[config.mk]
export PLATFORM = sky130hd
export DESIGN_NAME = tetris_top
export DESIGN_NICKNAME = d
export VERILOG_FILES = /design/src/source/tetris_ctrl_pkg.sv /design/src/source/tetris_geom_pkg.sv /design/src/source/tetris_ifs.sv /design/src/source/tetris_top.sv /design/src/source/game_control.sv /design/src/source/board_memory.sv /design/src/source/piece_unit.sv /design/src/source/key_conditioner.sv
export SDC_FILE = /design/constraint.sdc
export NUM_CORES = 1
export LEC_CHECK = 0
export ABC_AREA = 1
export BUFFER_PORTS_ARGS = -buffer_cell sky130_fd_sc_hd__buf_2
export CORE_ASPECT_RATIO = 0.8
export CORE_MARGIN = 4
export CORE_UTILIZATION = 25
export CTS_BUF_LIST = sky130_fd_sc_hd__clkbuf_16
export CTS_CLUSTER_SIZE = 20
export DETAILED_ROUTE_END_ITERATION = 7
export GPL_ROUTABILITY_DRIVEN = 0
export GPL_TIMING_DRIVEN = 0
export PLACE_DENSITY_LB_ADDON = 0.12
export SYNTH_ARGS = -nofsm -noshare
export SYNTH_HDL_FRONTEND = slang
export SYNTH_HIERARCHICAL = 1
export SYNTH_SLANG_ARGS = --single-unit
[constraint.sdc]
create_clock -name clk -period 8.82 [get_ports clk]
set_input_delay 0.441 -clock clk [delete_from_list [all_inputs] [get_ports clk]]
set_output_delay 0.441 -clock clk [all_outputs]
set_load 0.05 [all_outputs]
[src/source/tetris_ctrl_pkg.sv]
`default_nettype none

package tetris_ctrl_pkg;

	typedef enum logic [2:0] {
		START_SCREEN = 3'd0, COUNTING = 3'd1, START_FALLING = 3'd2, FALLING = 3'd3,
		DESTROY_LINE = 3'd4, CLEAN = 3'd5, GAME_OVER = 3'd7
	} game_state_t;

	// ======================================================================
	// frame timing
	// ======================================================================
	localparam int count_frames = 30; // frames per countdown step
	localparam int count_steps = 3;
	localparam int fall_speed = 8;
	localparam int move_hold = 5;
	localparam int lines_w = 10;

	localparam int countdown_w = $clog2(count_steps + 1);
	localparam int frame_cnt_w = $clog2(count_frames + 1);
	localparam int wait_w = $clog2(fall_speed + 1);
	localparam int hold_w = $clog2(move_hold + 1);

endpackage

`default_nettype wire

[src/source/tetris_geom_pkg.sv]
`default_nettype none

package tetris_geom_pkg;

	// ======================================================================
	// board geometry
	// ======================================================================
	localparam int board_rows = 20;
	localparam int board_cols = 10;
	localparam int piece_cells = 4;
	localparam int fill_w = $clog2(board_cols + 1);

	typedef logic [4:0] row_t;
	typedef logic [3:0] col_t; // 10..15 lies off the board
	typedef logic [1:0] cell_idx_t;

	typedef struct packed {
		row_t row;
		col_t col;
	} cell_t;

	typedef cell_t [0:piece_cells-1] piece_cells_t;

	// ======================================================================
	// piece kinds
	// ======================================================================
	typedef enum logic [2:0] {
		PIECE_T = 3'd1, PIECE_O = 3'd2, PIECE_L = 3'd3, PIECE_J = 3'd4,
		PIECE_S = 3'd5, PIECE_Z = 3'd6, PIECE_I = 3'd7
	} piece_kind_t;

	// spawn cells by kind code as (row, col) pairs
	localparam piece_cells_t spawn_shape [8] = '{
		'{'{5'd0, 4'd0}, '{5'd0, 4'd0}, '{5'd0, 4'd0}, '{5'd0, 4'd0}}, // unused
		'{'{5'd0, 4'd4}, '{5'd1, 4'd3}, '{5'd1, 4'd4}, '{5'd1, 4'd5}}, // T
		'{'{5'd0, 4'd3}, '{5'd1, 4'd3}, '{5'd1, 4'd4}, '{5'd0, 4'd4}}, // O
		'{'{5'd0, 4'd5}, '{5'd1, 4'd3}, '{5'd1, 4'd4}, '{5'd1, 4'd5}}, // L
		'{'{5'd0, 4'd3}, '{5'd1, 4'd3}, '{5'd1, 4'd4}, '{5'd1, 4'd5}}, // J
		'{'{5'd0, 4'd4}, '{5'd1, 4'd3}, '{5'd1, 4'd4}, '{5'd0, 4'd5}}, // S
		'{'{5'd1, 4'd4}, '{5'd0, 4'd3}, '{5'd0, 4'd4}, '{5'd1, 4'd5}}, // Z
		'{'{5'd1, 4'd2}, '{5'd1, 4'd3}, '{5'd1, 4'd4}, '{5'd1, 4'd5}}  // I
	};

	localparam int kind_count = 7;
	localparam piece_kind_t kind_order [kind_count] = '{
		PIECE_I, PIECE_O, PIECE_T, PIECE_L, PIECE_J, PIECE_S, PIECE_Z
	};

endpackage

`default_nettype wire
[src/source/tetris_ifs.sv]
`timescale 1ns/10ps
`default_nettype none

// conditioned keys
interface key_if;
	logic left;
	logic right;
	logic down;
	logic click; // any key pressed this cycle

	modport source (output left, output right, output down, output click);
	modport sink (input left, input right, input down, input click);
endinterface

interface piece_if;
	import tetris_geom_pkg::*;

	logic spawn;
	logic shift_left;
	logic shift_right;
	logic step_down;
	logic save;
	logic undo;
	piece_cells_t cells;
	piece_kind_t kind;

	modport control (output spawn, output shift_left, output shift_right,
		output step_down, output save, output undo);
	modport unit (input spawn, input shift_left, input shift_right,
		input step_down, input save, input undo, output cells, output kind);
	modport board (input cells);
endinterface

interface board_if;
	import tetris_geom_pkg::*;

	cell_idx_t cell_sel; // which piece cell to probe, write or check
	logic write_cell;
	logic check_line;
	logic wipe;
	logic probe_hit;
	logic line_done;

	modport control (output cell_sel, output write_cell, output check_line,
		output wipe, input probe_hit, input line_done);
	modport memory (input cell_sel, input write_cell, input check_line,
		input wipe, output probe_hit, output line_done);
endinterface

`default_nettype wire

[src/source/tetris_top.sv]
`timescale 1ns/10ps
`default_nettype none

module tetris_top (
	input logic clk,
	input logic rst,
	input logic key_left,
	input logic key_right,
	input logic key_down,
	input logic key_start,
	input logic frame_tick,
	input tetris_geom_pkg::row_t peek_row,
	output logic [tetris_geom_pkg::board_cols-1:0] peek_bits,
	output tetris_ctrl_pkg::game_state_t state,
	output logic [tetris_ctrl_pkg::countdown_w-1:0] countdown,
	output tetris_geom_pkg::piece_kind_t kind,
	output logic [tetris_ctrl_pkg::lines_w-1:0] lines_cleared
);

	key_if keys_bus ();
	piece_if piece_bus ();
	board_if board_bus ();

	key_conditioner u_keys (
		.clk(clk),
		.rst(rst),
		.key_left(key_left),
		.key_right(key_right),
		.key_down(key_down),
		.key_start(key_start),
		.keys(keys_bus.source)
	);

	game_control u_control (
		.clk(clk),
		.rst(rst),
		.frame_tick(frame_tick),
		.keys(keys_bus.sink),
		.piece(piece_bus.control),
		.board(board_bus.control),
		.state(state),
		.countdown(countdown),
		.lines_cleared(lines_cleared)
	);

	piece_unit u_piece (
		.clk(clk),
		.rst(rst),
		.piece(piece_bus.unit)
	);

	board_memory u_board (
		.clk(clk),
		.rst(rst),
		.piece(piece_bus.board),
		.board(board_bus.memory),
		.peek_row(peek_row),
		.peek_bits(peek_bits)
	);

	assign kind = piece_bus.kind;

endmodule

`default_nettype wire

[src/source/game_control.sv]
`timescale 1ns/10ps
`default_nettype none

module game_control (
	input logic clk,
	input logic rst,
	input logic frame_tick,
	key_if.sink keys,
	piece_if.control piece,
	board_if.control board,
	output tetris_ctrl_pkg::game_state_t state,
	output logic [tetris_ctrl_pkg::countdown_w-1:0] countdown,
	output logic [tetris_ctrl_pkg::lines_w-1:0] lines_cleared
);

	import tetris_geom_pkg::*;
	import tetris_ctrl_pkg::*;

	typedef enum logic [2:0] {
		ST_IDLE, ST_SHIFT, ST_PROBE_MOVE, ST_FALL, ST_PROBE_FALL, ST_WRITE, ST_PROBE_SPAWN
	} step_t;

	step_t step;
	cell_idx_t idx;
	logic [frame_cnt_w-1:0] frame_cnt;
	logic [wait_w-1:0] wait_cnt;
	logic [hold_w-1:0] hold_cnt;
	logic side_held;
	logic move_due;
	logic fall_due;
	logic last_cell;

	assign side_held = keys.left ^ keys.right;
	assign move_due = side_held && (hold_cnt == move_hold);
	assign fall_due = keys.down || (wait_cnt >= fall_speed);
	assign last_cell = (idx == cell_idx_t'(piece_cells - 1));
	assign board.cell_sel = idx;

	// ======================================================================
	// command strobes
	// ======================================================================
	always_comb begin
		piece.spawn = 1'b0;
		piece.shift_left = 1'b0;
		piece.shift_right = 1'b0;
		piece.step_down = 1'b0;
		piece.save = 1'b0;
		piece.undo = 1'b0;
		board.write_cell = 1'b0;
		board.check_line = 1'b0;
		board.wipe = 1'b0;
		case (state)
			START_FALLING: piece.spawn = 1'b1;
			FALLING: begin
				case (step)
					ST_IDLE: piece.save = frame_tick;
					ST_SHIFT: begin
						piece.shift_left = move_due && keys.left;
						piece.shift_right = move_due && keys.right;
					end
					ST_PROBE_MOVE: begin
						piece.undo = board.probe_hit;
						piece.save = !board.probe_hit && last_cell; // keep the shift
					end
					ST_FALL: piece.step_down = fall_due;
					ST_PROBE_FALL: piece.undo = board.probe_hit;
					ST_WRITE: board.write_cell = 1'b1;
					default: ;
				endcase
			end
			DESTROY_LINE: board.check_line = 1'b1;
			GAME_OVER: board.wipe = keys.click;
			default: ;
		endcase
	end

	// ======================================================================
	// state machine
	// ======================================================================
	always_ff @(posedge clk) begin
		if (rst) begin
			state <= START_SCREEN;
			step <= ST_IDLE;
			idx <= '0;
			countdown <= '0;
			frame_cnt <= '0;
			wait_cnt <= '0;
			hold_cnt <= '0;
			lines_cleared <= '0;
		end else begin
			case (state)
				START_SCREEN: begin
					if (keys.click) begin
						state <= COUNTING;
						countdown <= countdown_w'(count_steps);
						frame_cnt <= '0;
					end
				end
				COUNTING: begin
					if (frame_tick) begin
						if (frame_cnt < count_frames) begin
							frame_cnt <= frame_cnt + 1'b1;
						end else begin
							frame_cnt <= '0;
							countdown <= countdown - 1'b1;
							if (countdown == 1)
								state <= START_FALLING;
						end
					end
				end
				START_FALLING: begin // spawn strobe goes out this cycle
					state <= FALLING;
					step <= ST_PROBE_SPAWN;
					idx <= '0;
					wait_cnt <= '0;
					hold_cnt <= '0;
				end
				FALLING: begin
					case (step)
						ST_IDLE: begin
							if (frame_tick)
								step <= ST_SHIFT;
						end
						ST_SHIFT: begin
							if (!side_held || move_due)
								hold_cnt <= '0;
							else
								hold_cnt <= hold_cnt + 1'b1;
							idx <= '0;
							step <= ST_PROBE_MOVE;
						end
						ST_PROBE_MOVE: begin
							if (board.probe_hit || last_cell)
								step <= ST_FALL;
							else
								idx <= idx + 1'b1;
						end
						ST_FALL: begin
							if (fall_due) begin
								wait_cnt <= '0;
								idx <= '0;
								step <= ST_PROBE_FALL;
							end else begin
								wait_cnt <= wait_cnt + 1'b1;
								step <= ST_IDLE;
							end
						end
						ST_PROBE_FALL: begin
							if (board.probe_hit) begin // landed
								idx <= '0;
								step <= ST_WRITE;
							end else if (last_cell) begin
								step <= ST_IDLE;
							end else begin
								idx <= idx + 1'b1;
							end
						end
						ST_WRITE: begin
							idx <= idx + 1'b1; // wraps to 0 after the last cell
							if (last_cell) begin
								step <= ST_IDLE;
								state <= DESTROY_LINE;
							end
						end
						ST_PROBE_SPAWN: begin
							if (board.probe_hit) begin
								step <= ST_IDLE;
								state <= GAME_OVER;
							end else if (last_cell) begin
								step <= ST_IDLE;
							end else begin
								idx <= idx + 1'b1;
							end
						end
						default: step <= ST_IDLE;
					endcase
				end
				DESTROY_LINE: begin
					if (board.line_done)
						lines_cleared <= lines_cleared + 1'b1;
					idx <= idx + 1'b1;
					if (last_cell)
						state <= START_FALLING;
				end
				GAME_OVER: begin
					if (keys.click)
						state <= CLEAN;
				end
				CLEAN: state <= START_SCREEN; // board wiped on the click
				default: state <= START_SCREEN;
			endcase
		end
	end

endmodule

`default_nettype wire

[src/source/board_memory.sv]
`timescale 1ns/10ps
`default_nettype none

module board_memory (
	input logic clk,
	input logic rst,
	piece_if.board piece,
	board_if.memory board,
	input tetris_geom_pkg::row_t peek_row,
	output logic [tetris_geom_pkg::board_cols-1:0] peek_bits
);

	import tetris_geom_pkg::*;

	logic [board_cols-1:0] occ [board_rows]; // bit c is column c
	logic [fill_w-1:0] fill [board_rows];
	cell_t sel;
	logic off_board;
	logic row_full;

	assign sel = piece.cells[board.cell_sel];
	assign off_board = (sel.row >= board_rows) || (sel.col >= board_cols);

	always_comb begin
		board.probe_hit = 1'b1;
		row_full = 1'b0;
		if (!off_board) begin
			board.probe_hit = occ[sel.row][sel.col];
			row_full = (fill[sel.row] == board_cols);
		end
	end

	assign board.line_done = board.check_line && row_full;

	assign peek_bits = (peek_row < board_rows) ? occ[peek_row] : '0;

	always_ff @(posedge clk) begin
		if (rst || board.wipe) begin
			for (int r = 0; r < board_rows; r++) begin
				occ[r] <= '0;
				fill[r] <= '0;
			end
		end else if (board.write_cell && !off_board) begin
			occ[sel.row][sel.col] <= 1'b1;
			fill[sel.row] <= fill[sel.row] + 1'b1;
		end else if (board.line_done) begin
			occ[sel.row] <= '0; // cleared in place without shifting rows
			fill[sel.row] <= '0;
		end
	end

endmodule

`default_nettype wire

[src/source/piece_unit.sv]
`timescale 1ns/10ps
`default_nettype none

module piece_unit (
	input logic clk,
	input logic rst,
	piece_if.unit piece
);

	import tetris_geom_pkg::*;

	piece_cells_t saved;
	logic [2:0] order_idx;
	piece_kind_t next_kind;

	assign next_kind = kind_order[order_idx];

	// kind sequence
	always_ff @(posedge clk) begin
		if (rst) begin
			order_idx <= '0;
			piece.kind <= kind_order[0];
		end else if (piece.spawn) begin
			piece.kind <= next_kind;
			if (order_idx == kind_count - 1)
				order_idx <= '0;
			else
				order_idx <= order_idx + 1'b1;
		end
	end

	// ======================================================================
	// active cells
	// ======================================================================
	always_ff @(posedge clk) begin
		if (piece.spawn) begin
			piece.cells <= spawn_shape[next_kind];
		end else if (piece.undo) begin
			piece.cells <= saved;
		end else if (piece.step_down) begin
			for (int i = 0; i < piece_cells; i++) begin
				piece.cells[i].row <= piece.cells[i].row + 1'b1; // 20 means past the floor
			end
		end else if (piece.shift_left) begin
			for (int i = 0; i < piece_cells; i++) begin
				piece.cells[i].col <= piece.cells[i].col - 1'b1; // 0 wraps to 15
			end
		end else if (piece.shift_right) begin
			for (int i = 0; i < piece_cells; i++) begin
				piece.cells[i].col <= piece.cells[i].col + 1'b1;
			end
		end
	end

	// last accepted position
	always_ff @(posedge clk) begin
		if (piece.save)
			saved <= piece.cells;
	end

endmodule

`default_nettype wire

[src/source/key_conditioner.sv]
`timescale 1ns/10ps
`default_nettype none

module key_conditioner (
	input logic clk,
	input logic rst,
	input logic key_left,
	input logic key_right,
	input logic key_down,
	input logic key_start,
	key_if.source keys
);

	logic [3:0] raw;
	logic [3:0] meta;
	logic [3:0] sync;
	logic [3:0] sync_d; // for edge detect

	assign raw = {key_start, key_down, key_right, key_left};

	always_ff @(posedge clk) begin
		if (rst) begin
			meta <= '0;
			sync <= '0;
			sync_d <= '0;
		end else begin
			meta <= raw;
			sync <= meta;
			sync_d <= sync;
		end
	end

	assign keys.left = sync[0];
	assign keys.right = sync[1];
	assign keys.down = sync[2];
	assign keys.click = |(sync & ~sync_d); // rising edge on any key

endmodule

`default_nettype wire

==> results of run 1 <==
==> kinds of logic (layout without fill, tap and decap cells) <==
group,count (synthesis),after routing,share of synthesized area
AO/OA/AOI/OAI,381,381,0.06490
XOR/XNOR,22,22,0.005897
adder cells (fa/ha/maj),33,33,0.01356
buffers and inverters,806,983,0.1046
flip-flops,570,570,0.5085
other,1,169,0.0001148
AND/OR/NAND/NOR,2390,2390,0.3024
==> synth_stat cells (29+ instances only) <==
cell type | count | area share
nand2_1 | 1630 | 0.19
edfxtp_1 | 520 | 0.48
nand3_1 | 352 | 0.054
inv_1 | 278 | 0.032
nor2_1 | 251 | 0.029
inv_2 | 225 | 0.026
o21ai_0 | 208 | 0.032
buf_2 | 132 | 0.020
clkbuf_1 | 99 | 0.011
a21oi_1 | 86 | 0.013
nand4_1 | 66 | 0.013
dfxtp_1 | 50 | 0.031
buf_4 | 31 | 0.0071
ha_1 | 29 | 0.011
==> power by group <==
group | switching, mW | total (mW) | internal, mW
Sequential | 0.183 | 3.70 | 3.52
Combinational | 5.35 | 6.81 | 1.46
Clock | 1.28 | 2.88 | 1.61
Total | 6.81 | 13.4 | 6.59
==> sequential cells by signal, indices dropped and copies added, names as in the netlist <==
signal / count
u_control/lines_cleared: 10
u_board/occ: 320
u_keys/sync: 4
u_control/countdown: 2
u_control/hold_cnt: 3
u_board/fill: 128
u_control/frame_cnt: 5
u_control/state: 3
u_control/board.cell_sel: 2
u_piece/order_idx: 3
u_control/wait_cnt: 4
u_keys/meta: 4
u_control/step: 3
u_piece/piece.cells: 36
u_keys/sync_d: 4
u_piece/piece.kind: 3
u_piece/saved: 36
==> worst max-delay path, cell delays in order, from the launching register on <==
cell and delay (ps):
dfxtp_1 560, inv_2 120, nand2_1 100, nand3_2 360, nand2_2 250, buf_6 210, buf_6 210, buf_4 290
clkbuf_1 500, o21ai_0 170, nand2_1 80, nand2_1 70, nand2_1 100, nand2_1 60, nor2_1 190, nand3_1 100
nand2_1 160, a21oi_1 290, nand3_1 480, inv_1 220, nor3_1 830, clkbuf_1 500, nor2_1 120, nand2_1 750
==> metal layers <==
metal,vias up,share of wire,GRT usage
li1,13920,-,-
met1,14310,0.48,0.3195
met2,1264,0.40,0.2853
met3,202,0.093,0.04794
met4,2,0.028,0.05566
met5,-,0.000090,0
==> worst min path at each step <==
| stage | start | to | cells past startpoint |
|---|---|---|---|
| final | rst | u_keys/sync_d[3] | 2 |
| after global routing | rst | u_keys/sync[3] | 2 |
| after global placement | u_keys/meta[0] | u_keys/sync[0] | 2 |
| after detailed placement | u_keys/meta[1] | u_keys/sync[1] | 2 |
| after floorplan | u_keys/meta[0] | u_keys/sync[0] | 2 |
| after CTS | rst | u_keys/sync_d[3] | 2 |
==> final cells by class <==
cell class	instances	area, µm²	area share
Antenna cell	1	2.502	0.00006583
Inverter	508	1912	0.05029
Timing Repair Buffer	44	287.8	0.007571
Clock inverter	61	416.7	0.01096
Sequential cell	570	16620	0.4371
Multi-Input combinational cell	2994	13290	0.3496
Buffer	298	1509	0.03970
Clock buffer	72	1802	0.04740
Tap cell	1740	2177	0.05727
==> per-stage QoR <==
stage	instances	setup slack, ps
floorplan	4370	4115
global placement	6147	153.5
detailed placement	6150	1471
CTS	6287	1449
global route	6287	1004
finish	6288	1641
==> results by group, run 1 <==
Clocking
  – H-tree levels: 3
  – Maximum clock path buffer count: 3
  – CTS tree: yes
  – Clock Latency Late Sink: approximately 680 ps
  – Post_cts resized: 0
  – CTS Buf Count: slightly above 70
  – Postcts setup bufs: 0
  – Clk sink count: 570
  – Hold-fix buffers at CTS: 4
  – Root Buffer: clkbuf_16
  – Clock-pin slew on the worst setup and hold paths: roughly 60 ps

Critical path
  – Critical Path Sink Type: flop
  – WP data arrival: 7450 ps
  – Worst setup path end: u_piece/piece.cells[35]
  – Worst Setup Path Type: reg2reg
  – R2r setup slk: 1640 ps
  – Critical Path Start: u_control/board.cell_sel[0]
  – Worst EP required: between 9000 and 10000 ps
  – Max FO, Critical Path: 20
  – Worst r2r src: u_control/board.cell_sel[0]
  – R2R cell count: 23
  – Critical Path Start Type: flop
  – FF-to-FF End: u_piece/piece.cells[35]

Hold path
  – HP Class: in2reg

Floorplan
  – Die Ht: between 300 and 400 µm
  – Row count: between 100 and 150
  – Core ar.: about 130000 µm²
  – IO Pins: 40
  – Initial Util: 0.2521
  – Die X: around 410 µm
  – Die ar.: 136600 µm²

Synthesis
  – Syn Std Cell Area: approximately 33000 µm²
  – Synth Instances: around 4200
  – Most used DFF post-synth: edfxtp_1
  – Post-synth EDFFs: 520
  – Yosys reg bits: 570
  – Mean Syn Cell Area: ~8 µm²
  – Yosys warnings: 6
  – Synth cell types: 50
  – Post-synth ARST share: 0
  – Post-synthesis sequential area ratio: 0.5085

Timing
  – Relative slew slack: 0.04779
  – Period utilization: 0.8139
  – TNS Setup: 0 ps
  – Hold Vio Cnt, Final: 0
  – Crit path time final: a little over 7000 ps
  – WHS: ~170 ps
  – Final setup fails: 0
  – Max Fclk: between 0.1 and 0.15 GHz
  – Worst slew pin tran: roughly 1400 ps
  – RSZ-0062 raised after global routing: no
  – Clock Skews: roughly 37 ps
  – Slew Limit Fails: 0

Final layout
  – Layout net count: between 4000 and 5000
  – Final core occ: 0.2932
  – Final Cell Area: around 38000 µm²
  – Commonest non-fill, non-tap cell in the layout: nand2_1
  – Post-synthesis to final-layout area growth: 16.33%
  – Filler cell count: around 14000
  – Most frequent cells in the layout: nand2_1, edfxtp_1, nand3_1
  – Layout cells sized above 1: 0.1326

Outcome
  – Status: complete, no violations

Global route
  – Number of global-route vias before repair: about 27000
  – Remaining Overflow, GRT: 0
  – Initial antenna violation count: 5
  – Total track usage: 0.2072
  – Pin count of the biggest net entering global routing: between 90 and 100
  – Global-route wire length before repair: 203800 µm

Placed design
  – Placed cell areas: between 30000 and 40000 µm²
  – # port buffers: 37
  – DPL Wire Length: ~110000 µm

Drt
  – Vias per inst: between 4 and 5
  – Drt pass-1 iters: 6
  – Antenna-violating nets left: 0
  – Via count: 29700
  – 1st-iter DRT viols: between 3000 and 4000
  – Drt total wl: about 140000 µm
  – Wire per inst: ~23 µm
  – # DRC: 0

Flow run
  – MaxCap Viol Count: 0

Power and ir drop
  – Leakage: roughly 18 nW
  – PwrDens: between 300 and 400 nW/µm²
  – Pwr Total: around 13 mW
  – VDD IR max: approximately 370 µV
No activity file was read; power rests on OpenSTA's default activity.
==> inputs of run 2 (changes only) <==
--- a/config.mk
+++ b/config.mk
@@ -5,7 +5,7 @@
 export SDC_FILE = /design/constraint.sdc
 export NUM_CORES = 1
 export LEC_CHECK = 0
-export ABC_AREA = 1
+export ABC_AREA = 0
 export BUFFER_PORTS_ARGS = -buffer_cell sky130_fd_sc_hd__buf_2
 export CORE_ASPECT_RATIO = 0.8
 export CORE_MARGIN = 4
==> constraint.sdc (replaced) <==
create_clock -name clk -period 7.24 [get_ports clk]
set_input_delay 0.362 -clock clk [delete_from_list [all_inputs] [get_ports clk]]
set_output_delay 0.362 -clock clk [all_outputs]
set_load 0.05 [all_outputs]
==> run 2 against run 1 <==
Against the previous run:
- first-iteration DRC count is 26% lower
- global-route usage is 2.9 points lower
- sequential power hardly changed
==> results by group, run 2 <==
Global route
  – Initial antenna violation count: 5
  – Total track usage: 0.1784
  – Global-route wire length before repair: roughly 150000 µm
  – Remaining Overflow, GRT: 0
  – Pin count of the biggest net entering global routing: 111
  – Number of global-route vias before repair: 20320

Clocking
  – H-tree levels: 3
  – CTS tree: yes
  – Clock-pin slew on the worst setup and hold paths: around 60 ps
  – Clock Latency Late Sink: 640 ps
  – Postcts setup bufs: 0
  – CTS Buf Count: between 70 and 80
  – Maximum clock path buffer count: 3
  – Clk sink count: 570
  – Root Buffer: clkbuf_16

Synthesis
  – Post-synth ARST share: 0
  – Yosys top cell area share: 0.5452
  – Post-synthesis sequential area ratio: 0.5801
  – Ranking of synthesized cells by area: edfxtp_1, mux4_2, nor2_1, dfxtp_1, o21ai_0
  – Yosys reg bits: 570
  – Syn Std Cell Area: around 29000 µm²
  – Largest area contributor in the netlist: edfxtp_1
  – Top-count cell post-synth: edfxtp_1
  – Top cells by count, synth: edfxtp_1, nor2_1, o21ai_0, clkbuf_1, mux4_2
  – Synth Instances: about 2300
  – Synth cell types: between 80 and 90
  – Post-synth EDFFs: 520
  – Yosys warnings: 6
  – Mean Syn Cell Area: between 10 and 15 µm²
  – Most used DFF post-synth: edfxtp_1

Placed design
  – DPL Wire Length: 78330 µm
  – # port buffers: 36

Critical path
  – Worst Setup Path Type: reg2reg
  – R2R cell count: 23
  – Critical Path Sink Type: flop
  – Critical-path cell list: buf_6 > mux4_2 > buf_6 > buf_6 > buf_6 > clkbuf_4 > buf_4 > buf_2 > nand2_1 > a31oi_1 > o221ai_1 > nor4_1 > o21bai_1 > nand4_1 > clkbuf_2 > nand2_1 > nor2_1 > buf_2 > buf_4 > buf_4 > nor2_1 > o21ai_2 > buf_8
  – R2r setup slk: around 180 ps
  – Worst EP required: between 7000 and 8000 ps
  – CP max-delay cell: nor4_1
  – FF-to-FF End: u_piece/piece.cells[18]
  – WP data arrival: about 7400 ps
  – Most used cell, CP: buf_6
  – Worst r2r src: u_control/board.cell_sel[0]
  – Max FO, Critical Path: 12
  – Worst path max stage delay: 530 ps
  – Critical Path Start Type: flop

Floorplan
  – Die ar.: ~120000 µm²
  – IO Pins: 40
  – Initial Util: 0.2532
  – Die X: roughly 390 µm
  – Core ar.: 113100 µm²
  – Row count: between 100 and 150
  – Die Ht: 310.7 µm

Final layout
  – Layout net count: approximately 2600
  – Post-synthesis to final-layout area growth: 17.65%
  – Most frequent cells in the layout: edfxtp_1, nor2_1, o21ai_0
  – Filler cell count: between 10000 and 15000
  – Layout cells sized above 1: 0.1655
  – Largest Register: u_board/occ
  – Final core occ: 0.2979
  – Largest register FFs: between 300 and 400
  – Largest regs: u_board/occ x320, u_board/fill x128
  – Commonest non-fill, non-tap cell in the layout: edfxtp_1

Hold path
  – Hold depth: 2
  – HP Class: in2reg
  – Endpoint, Worst Hold: u_piece/order_idx[1]
  – Min-delay src: rst

Drt
  – Drt pass-1 iters: 6
  – # DRC: 0
  – Drt total wl: between 100000 and 150000 µm
  – Antenna-violating nets left: 0
  – 1st-iter DRT viols: between 2000 and 3000
  – Vias per inst: between 5 and 6
  – Wire per inst: ~27 µm
  – Via count: between 20000 and 25000

Timing
  – Relative slew slack: 0.04857
  – Max Fclk: 0.1417 GHz
  – RSZ-0062 raised after global routing: no
  – Period utilization: 0.9747
  – Clock Skews: ~38 ps
  – Hold Vio Cnt, Final: 0
  – Slew Limit Fails: 0
  – Crit path time final: roughly 7100 ps
  – Worst slew pin tran: about 1400 ps
  – TNS Setup: 0 ps
  – Final setup fails: 0

Power and ir drop
  – VDD IR max: 150.2 µV
  – PwrDens: 219.8 nW/µm²
  – Leakage: 10.94 nW

Flow run
  – MaxCap Viol Count: 0

Outcome
  – Status: complete, no violations
==> run 2: changes by cell type in the layout (fill, tap and decap cells not counted), moves of 33 or more <==
cell and delta:
a211oi_1 +41, buf_2 -93, clkbuf_1 +34, inv_1 -246
inv_2 -225, mux2i_1 +92, mux4_2 +127, nand2_1 -1522
nand3_1 -328, nand4_1 -51, nor2_1 +83, nor2b_1 +33
o21ai_1 +48
==> run 2: layout make-up <==
class	instances	area, µm²	share of cell area
diodes	1	2.502	0.00007426
plain buffers	215	1050	0.03115
clock buffers	75	1877	0.05570
clock inverters	54	289.0	0.008577
inverters	41	156.4	0.004641
multi-input cells	1628	11510	0.3417
flip-flops and latches	570	16620	0.4931
well taps	1512	1892	0.05614
repair buffers	45	300.3	0.008911
==> run 2: cell families (layout without fill, tap and decap cells) <==
kind of cell / after synthesis / count (layout) / share of synthesized area
XOR/XNOR: 35 / 35 / 0.01070
flip-flops: 570 / 570 / 0.5801
multiplexers: 228 / 228 / 0.1357
other: 1 / 169 / 0.0001309
AO/OA/AOI/OAI: 485 / 485 / 0.1018
buffers and inverters: 258 / 430 / 0.04063
adder cells (fa/ha/maj): 33 / 33 / 0.01546
AND/OR/NAND/NOR: 679 / 679 / 0.1155
==> run 2: timing repair <==
action | 4_1_cts | 5_1_grt
resized for setup | 21 | 10
hold buffers | 4 | 0
hold endpoints to repair | 4 | 0
endpoints found under the setup margin | 103 | 46
==> run 2: routing by layer <==
layer  up-vias  wire length [µm]  global-route usage  part of all wire
li1       8983                 -                   -                 -
met1     10710             51090              0.2658              0.46
met2       976             45000              0.2502              0.41
met3       161             10390             0.04807             0.094
met4         0              3529             0.05497             0.032
met5         -                 0                   0                 0
==> run 2: worst max-delay path by stage <==
| stage | slack (ps) | endpoint | startpoint | cells past startpoint |
|---|---|---|---|---|
| 2_1_floorplan | 870 | u_piece/saved[0] | u_control/board.cell_sel[0] | 17 |
| 3_3_place_gp | -3930 | u_piece/saved[8] | u_control/board.cell_sel[0] | 17 |
| 3_5_place_dp | -1340 | u_piece/piece.cells[8] | u_control/board.cell_sel[0] | 20 |
| 4_1_cts | 40 | u_piece/piece.cells[10] | u_control/board.cell_sel[1] | 24 |
| 5_1_grt | 6 | u_piece/piece.cells[10] | u_control/board.cell_sel[0] | 23 |
| 6_report | 180 | u_piece/piece.cells[18] | u_control/board.cell_sel[0] | 23 |
==> run 2: report_power, final <==
group,switching (mW),internal [mW]
sequential,0.0352,3.65
clock,1.44,1.93
combinational,0.234,0.116
==> run 2: critical path, delay by kind of cell (launching register included) <==
family                 cells  cell delay, ps
flip-flops                 1             510
multiplexers               1             260
AND/OR/NAND/NOR            6            1320
buffers and inverters     12            3520
AO/OA/AOI/OAI              4            1060
==> run 2: per-stage QoR <==
step	hold slack [ps]	power [mW]	instance area [µm²]	cells	setup WS, ps
3_3_place_gp	421.4	4.088	31340	4004	-3934
4_1_cts	64.37	7.522	33680	4142	39.74
5_1_grt	93.25	7.687	33690	4140	5.558
2_1_floorplan	414.8	3.969	29270	2456	866.4
3_5_place_dp	431.2	4.095	31430	4009	-1341
6_report	97.53	7.408	33700	4141	183.3
